[src/hdl/ex_pkg.sv]
/*
  Execute stage shared definitions
  Datapath widths, operand sources, ALU and branch opcodes
  and the PC constants used by the RV32 execute stage.
*/
package ex_pkg;

  localparam int XLEN    = 32;
  localparam int RADDR_W = 5;
  localparam int SHAMT_W = $clog2(XLEN);

  // Instruction size and link offset of a jump
  localparam logic [XLEN-1:0] PC_STEP  = 'd4;
  localparam logic [XLEN-1:0] RESET_PC = 'h0;

  typedef enum logic [1:0] {
    SRC_REG,
    SRC_IMM,
    SRC_ZERO,
    SRC_PC
  } src_sel_t;

  typedef enum logic [3:0] {
    ALU_ADD,
    ALU_SUB,
    ALU_SLT,
    ALU_SLTU,
    ALU_XOR,
    ALU_OR,
    ALU_AND,
    ALU_SLL,
    ALU_SRL,
    ALU_SRA,
    ALU_MUL,
    ALU_MULH
  } alu_op_t;

  // Same values as the branch funct3 field
  typedef enum logic [2:0] {
    BR_EQ  = 3'b000,
    BR_NE  = 3'b001,
    BR_LT  = 3'b100,
    BR_GE  = 3'b101,
    BR_LTU = 3'b110,
    BR_GEU = 3'b111
  } br_op_t;

endpackage

[src/hdl/ex_result_reg.sv]
/*
  Execute result register
  Holds the stage output, stalls on load/store back-pressure,
  squashes the instruction behind a redirect and raises a
  one-cycle fetch request for taken branches and jumps.
*/
`timescale 1ns/1ps

module ex_result_reg (
  input  logic                       clk,
  input  logic                       rst_n_i,
  input  logic                       id_valid_i,
  input  logic                       lsu_bp_i,
  input  logic [ex_pkg::XLEN-1:0]    alu_res_i,
  input  logic [ex_pkg::XLEN-1:0]    pc_i,
  input  logic                       jump_i,
  input  logic [ex_pkg::RADDR_W-1:0] rd_addr_i,
  input  logic                       we_rd_i,
  input  logic                       take_i,
  input  logic [ex_pkg::XLEN-1:0]    target_i,
  output logic                       id_ready_o,
  output logic [ex_pkg::XLEN-1:0]    ex_result_o,
  output logic [ex_pkg::RADDR_W-1:0] ex_rd_addr_o,
  output logic                       ex_we_rd_o,
  output logic                       ex_valid_o,
  output logic                       fetch_req_o,
  output logic [ex_pkg::XLEN-1:0]    fetch_addr_o
);
  import ex_pkg::*;

  logic accept;
  logic load;

  assign id_ready_o = ~lsu_bp_i;
  assign accept     = id_valid_i && id_ready_o;
  // Instruction behind a redirect is dropped
  assign load       = accept && ~fetch_req_o;

  always_ff @(posedge clk) begin
    if (!rst_n_i) begin
      ex_result_o  <= '0;
      ex_rd_addr_o <= '0;
      ex_we_rd_o   <= 1'b0;
      ex_valid_o   <= 1'b0;
      fetch_req_o  <= 1'b0;
      fetch_addr_o <= RESET_PC;
    end
    else if (lsu_bp_i) begin
      fetch_req_o <= 1'b0;
    end
    else begin
      ex_valid_o  <= load;
      ex_we_rd_o  <= load && we_rd_i;
      fetch_req_o <= load && take_i;
      if (load) begin
        ex_result_o  <= jump_i ? (pc_i + PC_STEP) : alu_res_i;
        ex_rd_addr_o <= rd_addr_i;
      end
      if (load && take_i) begin
        fetch_addr_o <= target_i;
      end
    end
  end

  a_redirect_one_cycle: assert property (@(posedge clk) disable iff (!rst_n_i)
    fetch_req_o |=> !fetch_req_o);

  a_hold_on_bp: assert property (@(posedge clk) disable iff (!rst_n_i)
    lsu_bp_i |=> $stable(ex_result_o));

endmodule

[config.mk]
export PLATFORM = sky130hd
export DESIGN_NAME = ex_result_reg
export DESIGN_NICKNAME = d
export VERILOG_FILES = /design/src/hdl/ex_pkg.sv /design/src/hdl/ex_result_reg.sv
export SDC_FILE = /design/constraint.sdc
export NUM_CORES = 1
export LEC_CHECK = 0
export ABC_AREA = 1
export BUFFER_PORTS_ARGS = -buffer_cell sky130_fd_sc_hd__buf_2
export CAP_MARGIN = 20
export CORE_UTILIZATION = 41
export DETAILED_ROUTE_END_ITERATION = 7
export MAX_ROUTING_LAYER = met4
export PLACE_DENSITY = 0.78
export SLEW_MARGIN = 5
export SYNTH_ARGS = -nofsm -noshare
export SYNTH_HDL_FRONTEND = slang
export SYNTH_SLANG_ARGS = --single-unit
[constraint.sdc]
create_clock -name clk -period 1.05 [get_ports clk]
set_input_delay 0.0525 -clock clk [delete_from_list [all_inputs] [get_ports clk]]
set_output_delay 0.0525 -clock clk [all_outputs]
set_load 0.05 [all_outputs]
==> impl_metrics.ini <==
[grt]
grt_pass1_wl_um = 21050
grt_util_all_layers_pct = 31.32
grtUsageMet2_pct = 51.14
grt_max_degree = 33
overflow = 0
busiest_layer = met2
grtUsageMet1_pct = 34.14
first_global_vias = 4472
antenna_found_initial = 0
grt.met3_usage_pct = 9.501

[sta]
rsz0062_at_grt = true
post-route-min-period_ps = 1383
layout_setup_ws_ps = -333.4
finalCritPeriodShare_pct = 131.8
whs_ps = 19.75
setup_viol = 76
finalClockSkew_ps = 10.55
tightest_slew_ps = 351.0
fmax_mhz = 722.9
hold_viol = 0
slew_viol_final = 0
slew_headroom_pct = 76.60

[power_and_ir_drop]
totalPowerFinal_mw = 7.514
power_density_nw_per_um2 = 1222
switchingPower_mw = 2.678
p_leak_nw = 2.916
ir_drop_v = 0.0006923
p_int_mw = 4.836
switching_share_pct = 35.64
seq_power_share_pct = 39.7
p_clk_share_pct = 31.1
power_frac_comb_pct = 29.1

[critical_path]
endpoint_kind = flip-flop
critPathKind = flip-flop to flip-flop
required_ps = 1270
path_max_fanout = 11
slowest_stage = dfxtp_4
slowest_delay_ps = 360
startpoint_type = flip-flop
reg2regPathDepth = 7
path_cells = nor2_4, nand2_4, clkinv_4, nand2_8, buf_12, o21ai_2, nor2_1
crit_arrival_ps = 1610

[placed_design]
dp_cells = 842
dp_hpwl_um = 8928
port_buffers = 180
place_congestion = 0.9475
placedInstanceArea_um2 = 4863

[floorplanning]
rows = 33
fp.dieH_um = 94.95
pin_count = 181
dieArea_um2 = 9016
start_util_pct = 42.68
fp.dieW_um = 94.95
coreArea_um2 = 8299

[min_path]
min_path_type = primary input to flip-flop
min_path_cells = 3

[routing]
first_iter_violations = 282
via_per_inst = 5.326
antenna_left = 0
dr_total_vias = 4905
drc = 0
wl_per_cell_um = 17.33
drt_pass1_iterations = 5
wirelength_um = 15960

[finish]
drive_gt1_share_pct = 39.09
layout.nets = 920
synthToLayoutAreaGrowth_pct = 73.58
insertedDiodeCount = 0
fin_area_um2 = 6148
fillers = 591
seqCellArea_um2 = 1445
utilization_pct = 74.08
multi_input_area_um2 = 2136
layout.cells.non_filler = 921

[clock_tree]
cts_tree = built
clk_pin_slew_ps = 90
clockRootBuffer = clkbuf_8
clk_path_buf_depth = 2
htreeDepth = 3
clock_sinks = 72
numCtsBuffers = 9
clk-insertion-delay-late_ps = 350

[logic_synthesis]
synth_area_per_cell_um2 = 6.523
yosys_warnings = 0
yosysUniqueCellTypes = 21
ys_seq_area_share_pct = 40.69
syn_inst = 543
synth_nets = 652
netlist_area_um2 = 3542
synth_seq_cells = 72

[outcome]
outcome = finished, violations left
violations = setup timing

[flow_run]
max_cap_viol_count = 0
[final timing paths]
kind                   start          endpoint  slack (ps)
min            alu_res_i[13]   ex_result_o[13]          20
min reg2reg  ex_result_o[31]   ex_result_o[31]         460
max reg2reg      fetch_req_o  fetch_addr_o[11]        -330
max              fetch_req_o  fetch_addr_o[11]        -330
[stage by stage]
stage | setup slack (ps) | TNS, ps
after floorplan | -129.5 | -7481
after global placement | -244.3 | -7934
after global routing | -380.0 | -11470
final | -333.4 | -8210
after detailed placement | -261.3 | -10900
after CTS | -110.6 | -3984
[critical path, delay by kind of cell, from the launching register on]
family	cells	cell delay, ps
and+or+nand+nor	4	390
AOI/OAI and AO/OA	1	260
buffers and inverters	2	240
DFF	1	360
[power groups by stage]
stage          Clock, mW  Combinational [mW]  Sequential, mW
2_1_floorplan          0               0.532            3.55
3_3_place_gp           0                1.66            3.01
3_5_place_dp           0                1.69            3.02
4_1_cts             2.33                1.91            2.96
5_1_grt             2.46                2.31            3.00
6_report            2.34                2.19            2.99
[layout by cell type (no fill, tap or decap), drive strengths merged]
master	Yosys	routed
clkinvlp	0	1
xnor2	4	4
a21oi	52	52
dfxtp	72	72
ha	1	1
and2	1	1
inv	27	28
dlygate4sd3	0	54
nand2	135	135
nor2	129	129
clkbuf	16	46
xor2	8	8
o21ai	53	53
clkinv	0	4
a31oi	4	4
o21bai	1	1
nor3	1	1
bufinv	0	1
nand3	27	27
buf	12	194
[cells by family after synthesis]
logic type / count (synthesis) / share of synthesized area [%]
simple gates: 293 / 34.02
flops: 72 / 40.69
fa+ha+maj: 1 / 0.3532
compound gates: 110 / 15.75
xor+xnor: 12 / 2.967
buf+inv: 55 / 6.217
[final cells by class]
type / count / share of cell area [%]
multi-input combinational: 416 / 34.74
timing repair buffer: 285 / 34.37
sequential: 72 / 23.50
tap: 105 / 2.137
clock buffer: 9 / 2.015
inverter: 27 / 1.933
clock inverter: 7 / 1.302
[repair_timing]
action                                  4_1_cts  5_1_grt
gates resized for setup                      41       92
pin swaps                                     1        3
endpoints found under the setup margin       73      103
buffers inserted                              1        2
hold buffers                                 54        0
gates cloned                                  1        6
endpoints found under the hold margin        52        0
[Yosys cell counts]
library cell | instances | area [um2]
xnor2_1 | 4 | 35.03
nor3_1 | 1 | 5.000
nand3_1 | 27 | 135.1
a21oi_1 | 52 | 260.3
buf_2 | 11 | 55.05
xor2_1 | 8 | 70.07
o21bai_1 | 1 | 7.510
buf_1 | 1 | 3.750
nor2_4 | 5 | 56.30
dfxtp_1 | 72 | 1441
a31oi_1 | 4 | 25.02
o21ai_0 | 53 | 265.3
and2_1 | 1 | 6.260
nand2_4 | 1 | 11.26
nor2_2 | 5 | 31.28
inv_1 | 27 | 101.4
clkbuf_1 | 16 | 60.06
nand2_2 | 4 | 25.02
ha_1 | 1 | 12.51
nand2_1 | 130 | 488.0
nor2_1 | 119 | 446.7
[sequential cells by signal, summed over array words and instances, names as in the netlist]
signal / count
ex_valid_o: 1
fetch_req_o: 1
ex_rd_addr_o: 5
fetch_addr_o: 32
ex_we_rd_o: 1
ex_result_o: 32
[metal layers]
| layer | part of all wire, % | wire, um |
|---|---|---|
| met1 | 36 | 5787 |
| met2 | 48 | 7646 |
| met3 | 9.9 | 1581 |
| met4 | 5.9 | 946 |
| met5 | 0 | 0 |
(Power assumes the default switching activity.)
