$ cat src/hdl/ex_pkg.sv
/*
  Execute stage shared definitions
  Datapath widths, operand sources, ALU and branch opcodes
  and the PC constants used by the RV32 execute stage.
*/
package ex_pkg;

  localparam int XLEN    = 32;
  localparam int RADDR_W = 5;
  localparam int SHAMT_W = $clog2(XLEN);

  // Instruction size and link offset of a jump
  localparam logic [XLEN-1:0] PC_STEP  = 'd4;
  localparam logic [XLEN-1:0] RESET_PC = 'h0;

  typedef enum logic [1:0] {
    SRC_REG,
    SRC_IMM,
    SRC_ZERO,
    SRC_PC
  } src_sel_t;

  typedef enum logic [3:0] {
    ALU_ADD,
    ALU_SUB,
    ALU_SLT,
    ALU_SLTU,
    ALU_XOR,
    ALU_OR,
    ALU_AND,
    ALU_SLL,
    ALU_SRL,
    ALU_SRA,
    ALU_MUL,
    ALU_MULH
  } alu_op_t;

  // Same values as the branch funct3 field
  typedef enum logic [2:0] {
    BR_EQ  = 3'b000,
    BR_NE  = 3'b001,
    BR_LT  = 3'b100,
    BR_GE  = 3'b101,
    BR_LTU = 3'b110,
    BR_GEU = 3'b111
  } br_op_t;

endpackage

$ cat src/hdl/operand_select.sv
/*
  Operand select
  Picks each ALU operand from the register file, the immediate,
  zero or the PC, then forwards the registered execute result
  when it targets the same register.
*/
`timescale 1ns/1ps

module operand_select (
  input  ex_pkg::src_sel_t           rs1_sel_i,
  input  ex_pkg::src_sel_t           rs2_sel_i,
  input  logic [ex_pkg::RADDR_W-1:0] rs1_addr_i,
  input  logic [ex_pkg::RADDR_W-1:0] rs2_addr_i,
  input  logic [ex_pkg::XLEN-1:0]    rs1_data_i,
  input  logic [ex_pkg::XLEN-1:0]    rs2_data_i,
  input  logic [ex_pkg::XLEN-1:0]    imm_i,
  input  logic [ex_pkg::XLEN-1:0]    pc_i,
  input  logic [ex_pkg::XLEN-1:0]    fwd_data_i,
  input  logic [ex_pkg::RADDR_W-1:0] fwd_rd_i,
  input  logic                       fwd_we_i,
  output logic [ex_pkg::XLEN-1:0]    op1_o,
  output logic [ex_pkg::XLEN-1:0]    op2_o
);
  import ex_pkg::*;

  function automatic logic [XLEN-1:0] pick_op(
    src_sel_t            sel,
    logic [RADDR_W-1:0]  addr,
    logic [XLEN-1:0]     rdata,
    logic [XLEN-1:0]     imm,
    logic [XLEN-1:0]     pc,
    logic [XLEN-1:0]     fwd_data,
    logic [RADDR_W-1:0]  fwd_rd,
    logic                fwd_we
  );
    logic [XLEN-1:0] op;
    case (sel)
      SRC_REG:  op = rdata;
      SRC_IMM:  op = imm;
      SRC_PC:   op = pc;
      default:  op = '0;
    endcase
    // Bypass from the result register except for x0
    if ((sel == SRC_REG) && fwd_we && (fwd_rd != '0) && (fwd_rd == addr)) begin
      op = fwd_data;
    end
    return op;
  endfunction

  always_comb begin
    op1_o = pick_op(rs1_sel_i, rs1_addr_i, rs1_data_i, imm_i, pc_i,
                    fwd_data_i, fwd_rd_i, fwd_we_i);
    op2_o = pick_op(rs2_sel_i, rs2_addr_i, rs2_data_i, imm_i, pc_i,
                    fwd_data_i, fwd_rd_i, fwd_we_i);
  end

  // A read of x0 always sees the register file value
  always_comb begin
    if ((rs1_sel_i == SRC_REG) && (rs1_addr_i == '0)) begin
      a_no_fwd_x0_rs1: assert final (op1_o == rs1_data_i);
    end
    if ((rs2_sel_i == SRC_REG) && (rs2_addr_i == '0)) begin
      a_no_fwd_x0_rs2: assert final (op2_o == rs2_data_i);
    end
  end

endmodule

$ cat config.mk
export PLATFORM = sky130hd
export DESIGN_NAME = operand_select
export DESIGN_NICKNAME = d
export VERILOG_FILES = /design/src/hdl/ex_pkg.sv /design/src/hdl/operand_select.sv
export SDC_FILE = /design/constraint.sdc
export NUM_CORES = 1
export LEC_CHECK = 0
export BUFFER_PORTS_ARGS = -buffer_cell sky130_fd_sc_hd__buf_4
export CAP_MARGIN = 20
export CORE_AREA = 2 2 95 97
export DETAILED_ROUTE_END_ITERATION = 6
export DIE_AREA = 0 0 97 99
export PLACE_DENSITY = 0.68
export RECOVER_POWER = 100
export SLEW_MARGIN = 20
export SYNTH_ARGS = -nofsm -noshare
export SYNTH_HDL_FRONTEND = slang
export SYNTH_SLANG_ARGS = --single-unit
$ cat constraint.sdc
create_clock -name vclk -period 2.3
set_input_delay 0.23 -clock vclk [all_inputs]
set_output_delay 0.23 -clock vclk [all_outputs]
set_load 0.05 [all_outputs]
==> flow_summary.yaml, run 1 <==
synth:
  synth_nets: 452
  synth-xor-area-share_pct: 3.84
  synthMuxAreaShare_pct: 61.4
  synthTopCellsByCount: "mux2_2 (93), a22o_1 (32), mux2i_1 (32), nand2_1 (32), o21ai_0 (32)"
  syn_area_per_cell_um2: 8.39
  ys_types: 21
  synth_top_family_by_area: "multiplexers"
  yosys_warnings: 0
  synth_top_area_share_pct: 45.9
  ys_seq_area_share_pct: 0
  synthSimpleGateAreaFrac_pct: 8.83
  synthesis.area_um2: 2280
  synth_compound_gate_area_share_pct: 19.3
  yosysMostFrequentCell: "mux2_2"
  syn_inst: 272
  synth_fa_ha_area_share_pct: 0
  synth_top_area_cell: "mux2_2"
  synth_area_leaders: "mux2_2 (46%), mux2i_1 (14%), a22o_1 (12%)"
worst_setup_path:
  crit_type: "primary input to primary output"
  cp-end-kind: "primary output"
  cp.required_ps: 2070
  cp_max_fo: 17
  worst_path_max_delay_cell: "or4b_4"
  cp.arrival_ps: 1980
  start_kind: "primary input"
  crit_chain: "clkbuf_2 > xor2_1 > or4b_4 > nor3_4 > buf_12 > mux2_2 > clkbuf_4"
  cpPeakStageDelay_ps: 490
pwr:
  powerDensity_nw_per_um2: 270
  power_leakage_uw: 0.00208
  ir_drop_mv: 0.154
  p_total_uw: 1140
route:
  drt_iter0_drc: 87
  drt-total-wl_mm: 10.7
  wl_per_cell_um: 17.5
  postRouteAntennaNets: 0
  via_count: 3101
  avgViaCountPerCell: 5.10
  drc: 0
  dr.pass1.iters: 4
layout:
  final_cells: 608
  layout.nets: 682
  fillers: 835
  design.seq.count: 0
  drive_gt1_share_pct: 70.8
  ff_latch_area_um2: 0
  clkbuf_count: 0
  area_growth_syn_to_layout_pct: 84.2
  n_antenna_cell: 0
floorplan:
  dieArea_um2: 9600
  num_rows: 34
  io_pins: 244
  start_util_pct: 26.7
  placeableCoreArea_um2: 8550
  die_x_um: 97
  chipHeight_um: 99
grt:
  grt_usage_pct: 20.3
  antenna_found_initial: 0
  grt_pass1_vias: 3258
  grt_max_degree: 34
  grt_pass1_wl_mm: 16.3
  grt_overflow: 0
timing:
  period_share_pct: 96.1
  whs_ps: 854
  worst_slew_pin_slew_ps: 403
  grt_setup_unrepaired: "false"
  slew_headroom_pct: 73.1
  hold_viol_final: 0
  fmax_mhz: 453
  final-setup-viol-count: 0
  drv_slew: 0
  tns_ps: 0
  min_period_ps: 2210
hold_path:
  whs_endpoint: "op1_o[5]"
  whs_path_depth: 3
  hp-start: "fwd_data_i[5]"
  hold_path.class: "primary input to primary output"
clock_tree:
  ctsResizeCount: 0
  cts_hold_buf: 0
  postCtsSetupRepairBufs: 0
place:
  place_inst: 608
  portBuffers: 244
  hpwlAfterDp_mm: 8.43
  place_congestion: 0.886
status:
  status: "completed"
flow_run:
  max-cap-violations: 0
worst max-delay path by stage:
stage	depth (start not counted)	to	from
3_5_place_dp	7	op1_o[19]	fwd_rd_i[0]
3_3_place_gp	7	op1_o[19]	fwd_rd_i[0]
6_report	7	op1_o[2]	fwd_rd_i[0]
5_1_grt	7	op2_o[4]	fwd_rd_i[0]
2_1_floorplan	5	op1_o[5]	rs1_sel_i[0]
4_1_cts	7	op1_o[19]	fwd_rd_i[0]
power breakdown:
group | internal (uW) | switching (uW)
registers | 0 | 0
logic | 508 | 629
clock network | 0 | 0
cell type report:
| class | instances | area, um2 | share of cell area, % |
|---|---|---|---|
| repair buffers | 256 | 1930 | 45.9 |
| well taps | 108 | 135 | 3.21 |
| multi-input cells | 244 | 2140 | 50.9 |
through the flow:
stage / worst slack (ps) / cell area (um2) / utilization [%]
after floorplan: 236 / 2280 / -
after global placement: 103 / 4250 / 49.7
after detailed placement: 92.8 / 4250 / 49.7
after CTS: 90.4 / 4250 / 49.7
after global routing: 24.7 / 4200 / 49.2
final: 90.6 / 4200 / 49.2
per-layer routing:
| metal | part of all wire [%] | global-route usage (%) | wire (um) | vias to the layer above |
|---|---|---|---|---|
| li1 | - | - | - | 1488 |
| met1 | 39 | 23.3 | 4160 | 1446 |
| met4 | 1.7 | 3.90 | 178 | 0 |
| met2 | 52 | 39.6 | 5540 | 153 |
| met5 | 0 | 0 | 0 | - |
| met3 | 7.3 | 3.26 | 780 | 14 |
cell families after synthesis:
family / after synthesis
muxes: 128
buffers and inverters: 28
xor gates and xnor gates: 10
AOI/OAI and AO/OA: 64
and+or+nand+nor: 42
layout by cell type (no fill, tap or decap):
master | netlist | layout
a22o_1 | 32 | 32
and2_1 | 1 | 1
buf_12 | 0 | 4
buf_4 | 0 | 215
clkbuf_2 | 0 | 17
clkbuf_4 | 0 | 20
mux2_1 | 3 | 3
mux2_2 | 93 | 93
mux2i_1 | 32 | 32
nand2_1 | 32 | 32
nand3_1 | 1 | 1
nand4_1 | 2 | 2
nor2_2 | 1 | 2
nor3_4 | 1 | 2
o21ai_0 | 32 | 32
or4_1 | 1 | 1
or4b_4 | 1 | 1
xnor2_1 | 9 | 9
xor2_1 | 1 | 1
critical path: cells and delay by family:
| kind | cells | cell delay, ps |
|---|---|---|
| simple gates | 2 | 720 |
| mux | 1 | 340 |
| buf+inv | 3 | 520 |
| xor+xnor | 1 | 160 |
Note: power is estimated with default switching activity, not from simulation.
==> inputs of run 2 (changes only) <==
--- a/config.mk
+++ b/config.mk
@@ -10,6 +10,7 @@
 export CORE_AREA = 2 2 95 97
 export DETAILED_ROUTE_END_ITERATION = 6
 export DIE_AREA = 0 0 97 99
+export MAX_ROUTING_LAYER = met4
 export PLACE_DENSITY = 0.68
 export RECOVER_POWER = 100
 export SLEW_MARGIN = 20
==> flow_summary.yaml, run 2 (synthesized netlist as in run 1, its figures left out) <==
route:
  avgViaCountPerCell: 5.11
  met2WireLength_mm: 5.49
  wl_met3_um: 717
  maxUsedRoutingLayer: "met4"
  dr.pass1.iters: 4
  drc: 0
  drt_iter0_drc: 92
  via_count: 3108
  wl_met1_mm: 4.22
  postRouteAntennaNets: 0
  wl_per_cell_um: 17.5
  drt-total-wl_mm: 10.7
floorplan:
  dieArea_um2: 9600
  chipHeight_um: 99
  start_util_pct: 26.7
  die_x_um: 97
  io_pins: 244
  placeableCoreArea_um2: 8550
  num_rows: 34
worst_setup_path:
  path_buf_inv: 3
  worst_path_max_delay_cell: "or4b_4"
  cp_max_fo: 17
  cp.required_ps: 2070
  critPathTopFamily: "simple AND/OR/NAND/NOR gates"
  crit_chain: "clkbuf_2 > xor2_1 > or4b_4 > nor3_4 > buf_12 > mux2_2 > clkbuf_4"
  cp.arrival_ps: 1980
  crit_type: "primary input to primary output"
  cpPeakStageDelay_ps: 490
  cp-end-kind: "primary output"
  start_kind: "primary input"
layout:
  drive_gt1_share_pct: 70.8
  layout.nets: 682
  clkbuf_count: 0
  n_antenna_cell: 0
  final_common_cell: "buf_4"
  ff_latch_area_um2: 0
  area_growth_syn_to_layout_pct: 84.2
  layout_common_cells: "buf_4 (215), mux2_2 (93)"
  design.seq.count: 0
pwr:
  seq_power_share_pct: 0
  swShare_pct: 55.3
  power.switching_uw: 629
  ir_drop_mv: 0.154
  power_leakage_uw: 0.00208
  combPwrFrac_pct: 100.0
  p_clk_share_pct: 0
  powerDensity_nw_per_um2: 270
  p_int_uw: 508
hold_path:
  hold_path.class: "primary input to primary output"
timing:
  tns_ps: 0
  drv_slew: 0
  slew_headroom_pct: 73.2
  min_period_ps: 2210
  setup_slack_ps: 91.1
  fmax_mhz: 453
  period_share_pct: 96.0
  worst_slew_pin_slew_ps: 401
  hold_viol_final: 0
  whs_ps: 852
  final-setup-viol-count: 0
  grt_setup_unrepaired: "false"
clock_tree:
  ctsResizeCount: 0
  cts_hold_buf: 0
  postCtsSetupRepairBufs: 0
grt:
  grt_pass1_wl_mm: 16.3
  grt_pass1_vias: 3267
  grt_max_degree: 34
  antenna_found_initial: 0
  grt_overflow: 0
  grt_usage_pct: 20.9
place:
  place_congestion: 0.901
  dp_worst_setup_slack_ps: 92.8
  hpwlAfterDp_mm: 8.43
  portBuffers: 244
status:
  status: "completed"
flow_run:
  max-cap-violations: 0
-- run 2: cell counts in the layout (fill, tap and decap cells not counted) --
Identical to the previous run, type by type.
-- run 2: routing by layer --
metal / vias up / global-route usage (%)
li1: 1490 / -
met4: 0 / 4.23
met3: 18 / 2.41
met1: 1436 / 23.7
met5: - / -
met2: 164 / 39.5
-- run 2: area by class of cell --
type	count	area, um2
Timing Repair Buffer	256	1930
Multi-Input combinational cell	244	2140
Tap cell	108	135
Fill cell	835	4350
-- run 2: path summary, 6_finish.rpt --
check | start | endpoint | slack, ps | depth (start not counted)
setup / recovery | fwd_rd_i[0] | op1_o[2] | 90 | 7
hold / removal | fwd_data_i[5] | op1_o[5] | 850 | 3
-- run 2: power groups by stage --
stage / logic (uW) / registers, uW / clock network, uW
after floorplan: 683 / 0 / 0
after global placement: 1150 / 0 / 0
after detailed placement: 1160 / 0 / 0
after CTS: 1160 / 0 / 0
after global routing: 1200 / 0 / 0
final: 1140 / 0 / 0
-- run 2: stage by stage --
stage,power [uW],util [%],cell area [um2],instances
5_1_grt,1200,49.2,4200,608
3_5_place_dp,1160,49.7,4250,608
4_1_cts,1160,49.7,4250,608
6_report,1140,49.2,4200,608
3_3_place_gp,1150,49.7,4250,608
2_1_floorplan,683,-,2280,272
==> inputs of run 3 (changes only) <==
--- a/config.mk
+++ b/config.mk
@@ -6,12 +6,13 @@
 export NUM_CORES = 1
 export LEC_CHECK = 0
 export BUFFER_PORTS_ARGS = -buffer_cell sky130_fd_sc_hd__buf_4
-export CAP_MARGIN = 20
-export CORE_AREA = 2 2 95 97
+export CAP_MARGIN = 25
+export CORE_ASPECT_RATIO = 0.5
+export CORE_MARGIN = 10
+export CORE_UTILIZATION = 37
 export DETAILED_ROUTE_END_ITERATION = 6
-export DIE_AREA = 0 0 97 99
 export MAX_ROUTING_LAYER = met4
-export PLACE_DENSITY = 0.68
+export PLACE_DENSITY = 0.89
 export RECOVER_POWER = 100
 export SLEW_MARGIN = 20
 export SYNTH_ARGS = -nofsm -noshare
==> flow_summary.yaml, run 3 (synthesized netlist as in run 1, its figures left out) <==
floorplan:
  start_util_pct: 37.8
  io_pins: 244
  placeableCoreArea_um2: 6030
  die_x_um: 131
  chipHeight_um: 75.5
  dieArea_um2: 9900
  num_rows: 20
place:
  portBuffers: 244
  postPlaceCellArea_um2: 4230
  hpwlAfterDp_mm: 10.6
  place_congestion: 0.996
pwr:
  p_clk_share_pct: 0
  power.switching_uw: 648
  ir_drop_mv: 0.183
  swShare_pct: 55.4
  p_int_uw: 523
  powerDensity_nw_per_um2: 275
  combPwrFrac_pct: 100.0
  power_leakage_uw: 0.00212
  seq_power_share_pct: 0
layout:
  n_antenna_cell: 0
  ff_latch_area_um2: 0
  design.seq.count: 0
  layout.nets: 688
  drive_gt1_share_pct: 70.8
  final_common_cell: "buf_4"
  area_growth_syn_to_layout_pct: 86.5
  clkbuf_count: 0
  layout_common_cells: "buf_4 (222), mux2_2 (92)"
  stdcell_area_um2: 4260
timing:
  final-setup-viol-count: 0
  min_period_ps: 2260
  drv_slew: 0
  hold_viol_final: 0
  slew_headroom_pct: 68.8
  worst_slew_pin_slew_ps: 468
  grt_setup_unrepaired: "false"
  fmax_mhz: 443
  period_share_pct: 98.0
  whs_ps: 853
route:
  via_count: 3242
  avgViaCountPerCell: 5.46
  dr.pass1.iters: 5
  postRouteAntennaNets: 0
  drt-total-wl_mm: 12.9
  wl_per_cell_um: 21.8
  drt_iter0_drc: 177
  drc: 0
worst_setup_path:
  start_kind: "primary input"
  cp-end-kind: "primary output"
  cpPeakStageDelay_ps: 490
  cp.required_ps: 2070
  crit_type: "primary input to primary output"
  worst_path_max_delay_cell: "or4b_4"
  crit_chain: "clkbuf_2 > xor2_1 > or4b_4 > nor3_4 > buf_12 > mux2_2 > buf_4"
  cp_max_fo: 32
  cp.arrival_ps: 2030
flow_run:
  max-cap-violations: 0
grt:
  use_met2_pct: 44.9
  busiest_layer: "met2"
  grt_usage_pct: 24.4
  grtUsageMet3_pct: 3.54
  grt_max_degree: 34
  grt_overflow: 0
  grt_pass1_vias: 3472
  grt_pass1_wl_mm: 18.6
  antenna_found_initial: 0
  grtUsageMet1_pct: 26.6
hold_path:
  hold_path.class: "primary input to primary output"
  whs_path_depth: 3
status:
  status: "completed"
## run 3: cell types whose count changed in the layout (fill, tap and decap cells not counted), moves of 2 or more
cell      delta
clkbuf_2    -13
buf_4        +7
clkbuf_4     +7
buf_2        +2
clkbuf_1     +2
## run 3: final cells by class
class	instances	area, um2
Multi-Input combinational cell	244	2150
Tap cell	88	110
Fill cell	504	1770
Timing Repair Buffer	262	2000
## run 3: worst paths after layout
path,startpoint,end
min,fwd_data_i[12],op2_o[12]
max,fwd_rd_i[0],op1_o[1]
## run 3: timing repair
action                                  CTS  global route
pin swaps                                 1             1
endpoints found under the hold margin     0             0
resized for setup                         1             2
endpoints found under the setup margin   24             1
hold buffers                              0             0
setup buffers                             3             0
## run 3: power groups by stage
stage | logic (uW) | clock network, uW | registers, uW
finish | 1170 | 0 | 0
global route | 1230 | 0 | 0
CTS | 1180 | 0 | 0
detailed placement | 1170 | 0 | 0
global placement | 1160 | 0 | 0
floorplan | 683 | 0 | 0
## run 3: worst max-delay path, delay by kind of cell
kind          cells  cell delay, ps
buf+inv           3             570
simple gates      2             650
xor+xnor          1             160
mux               1             400
## run 3: through the flow
step / setup WS [ps] / cells / total power (uW) / util (%) / setup TNS, ps
floorplan: 236 / 272 / 683 / - / 0
global placement: -129 / 591 / 1160 / 70.2 / -2120
detailed placement: -95.7 / 591 / 1170 / 70.2 / -1140
CTS: 29.5 / 594 / 1180 / 70.8 / 0
global route: 4.30 / 594 / 1230 / 70.6 / 0
finish: 44.9 / 594 / 1170 / 70.6 / 0
## run 3: routing by layer
layer / vias to the layer above / part of all wire [%]
met2: 159 / 53
li1: 1506 / -
met1: 1539 / 37
met4: 0 / 4.3
met5: - / 0
met3: 38 / 6.0
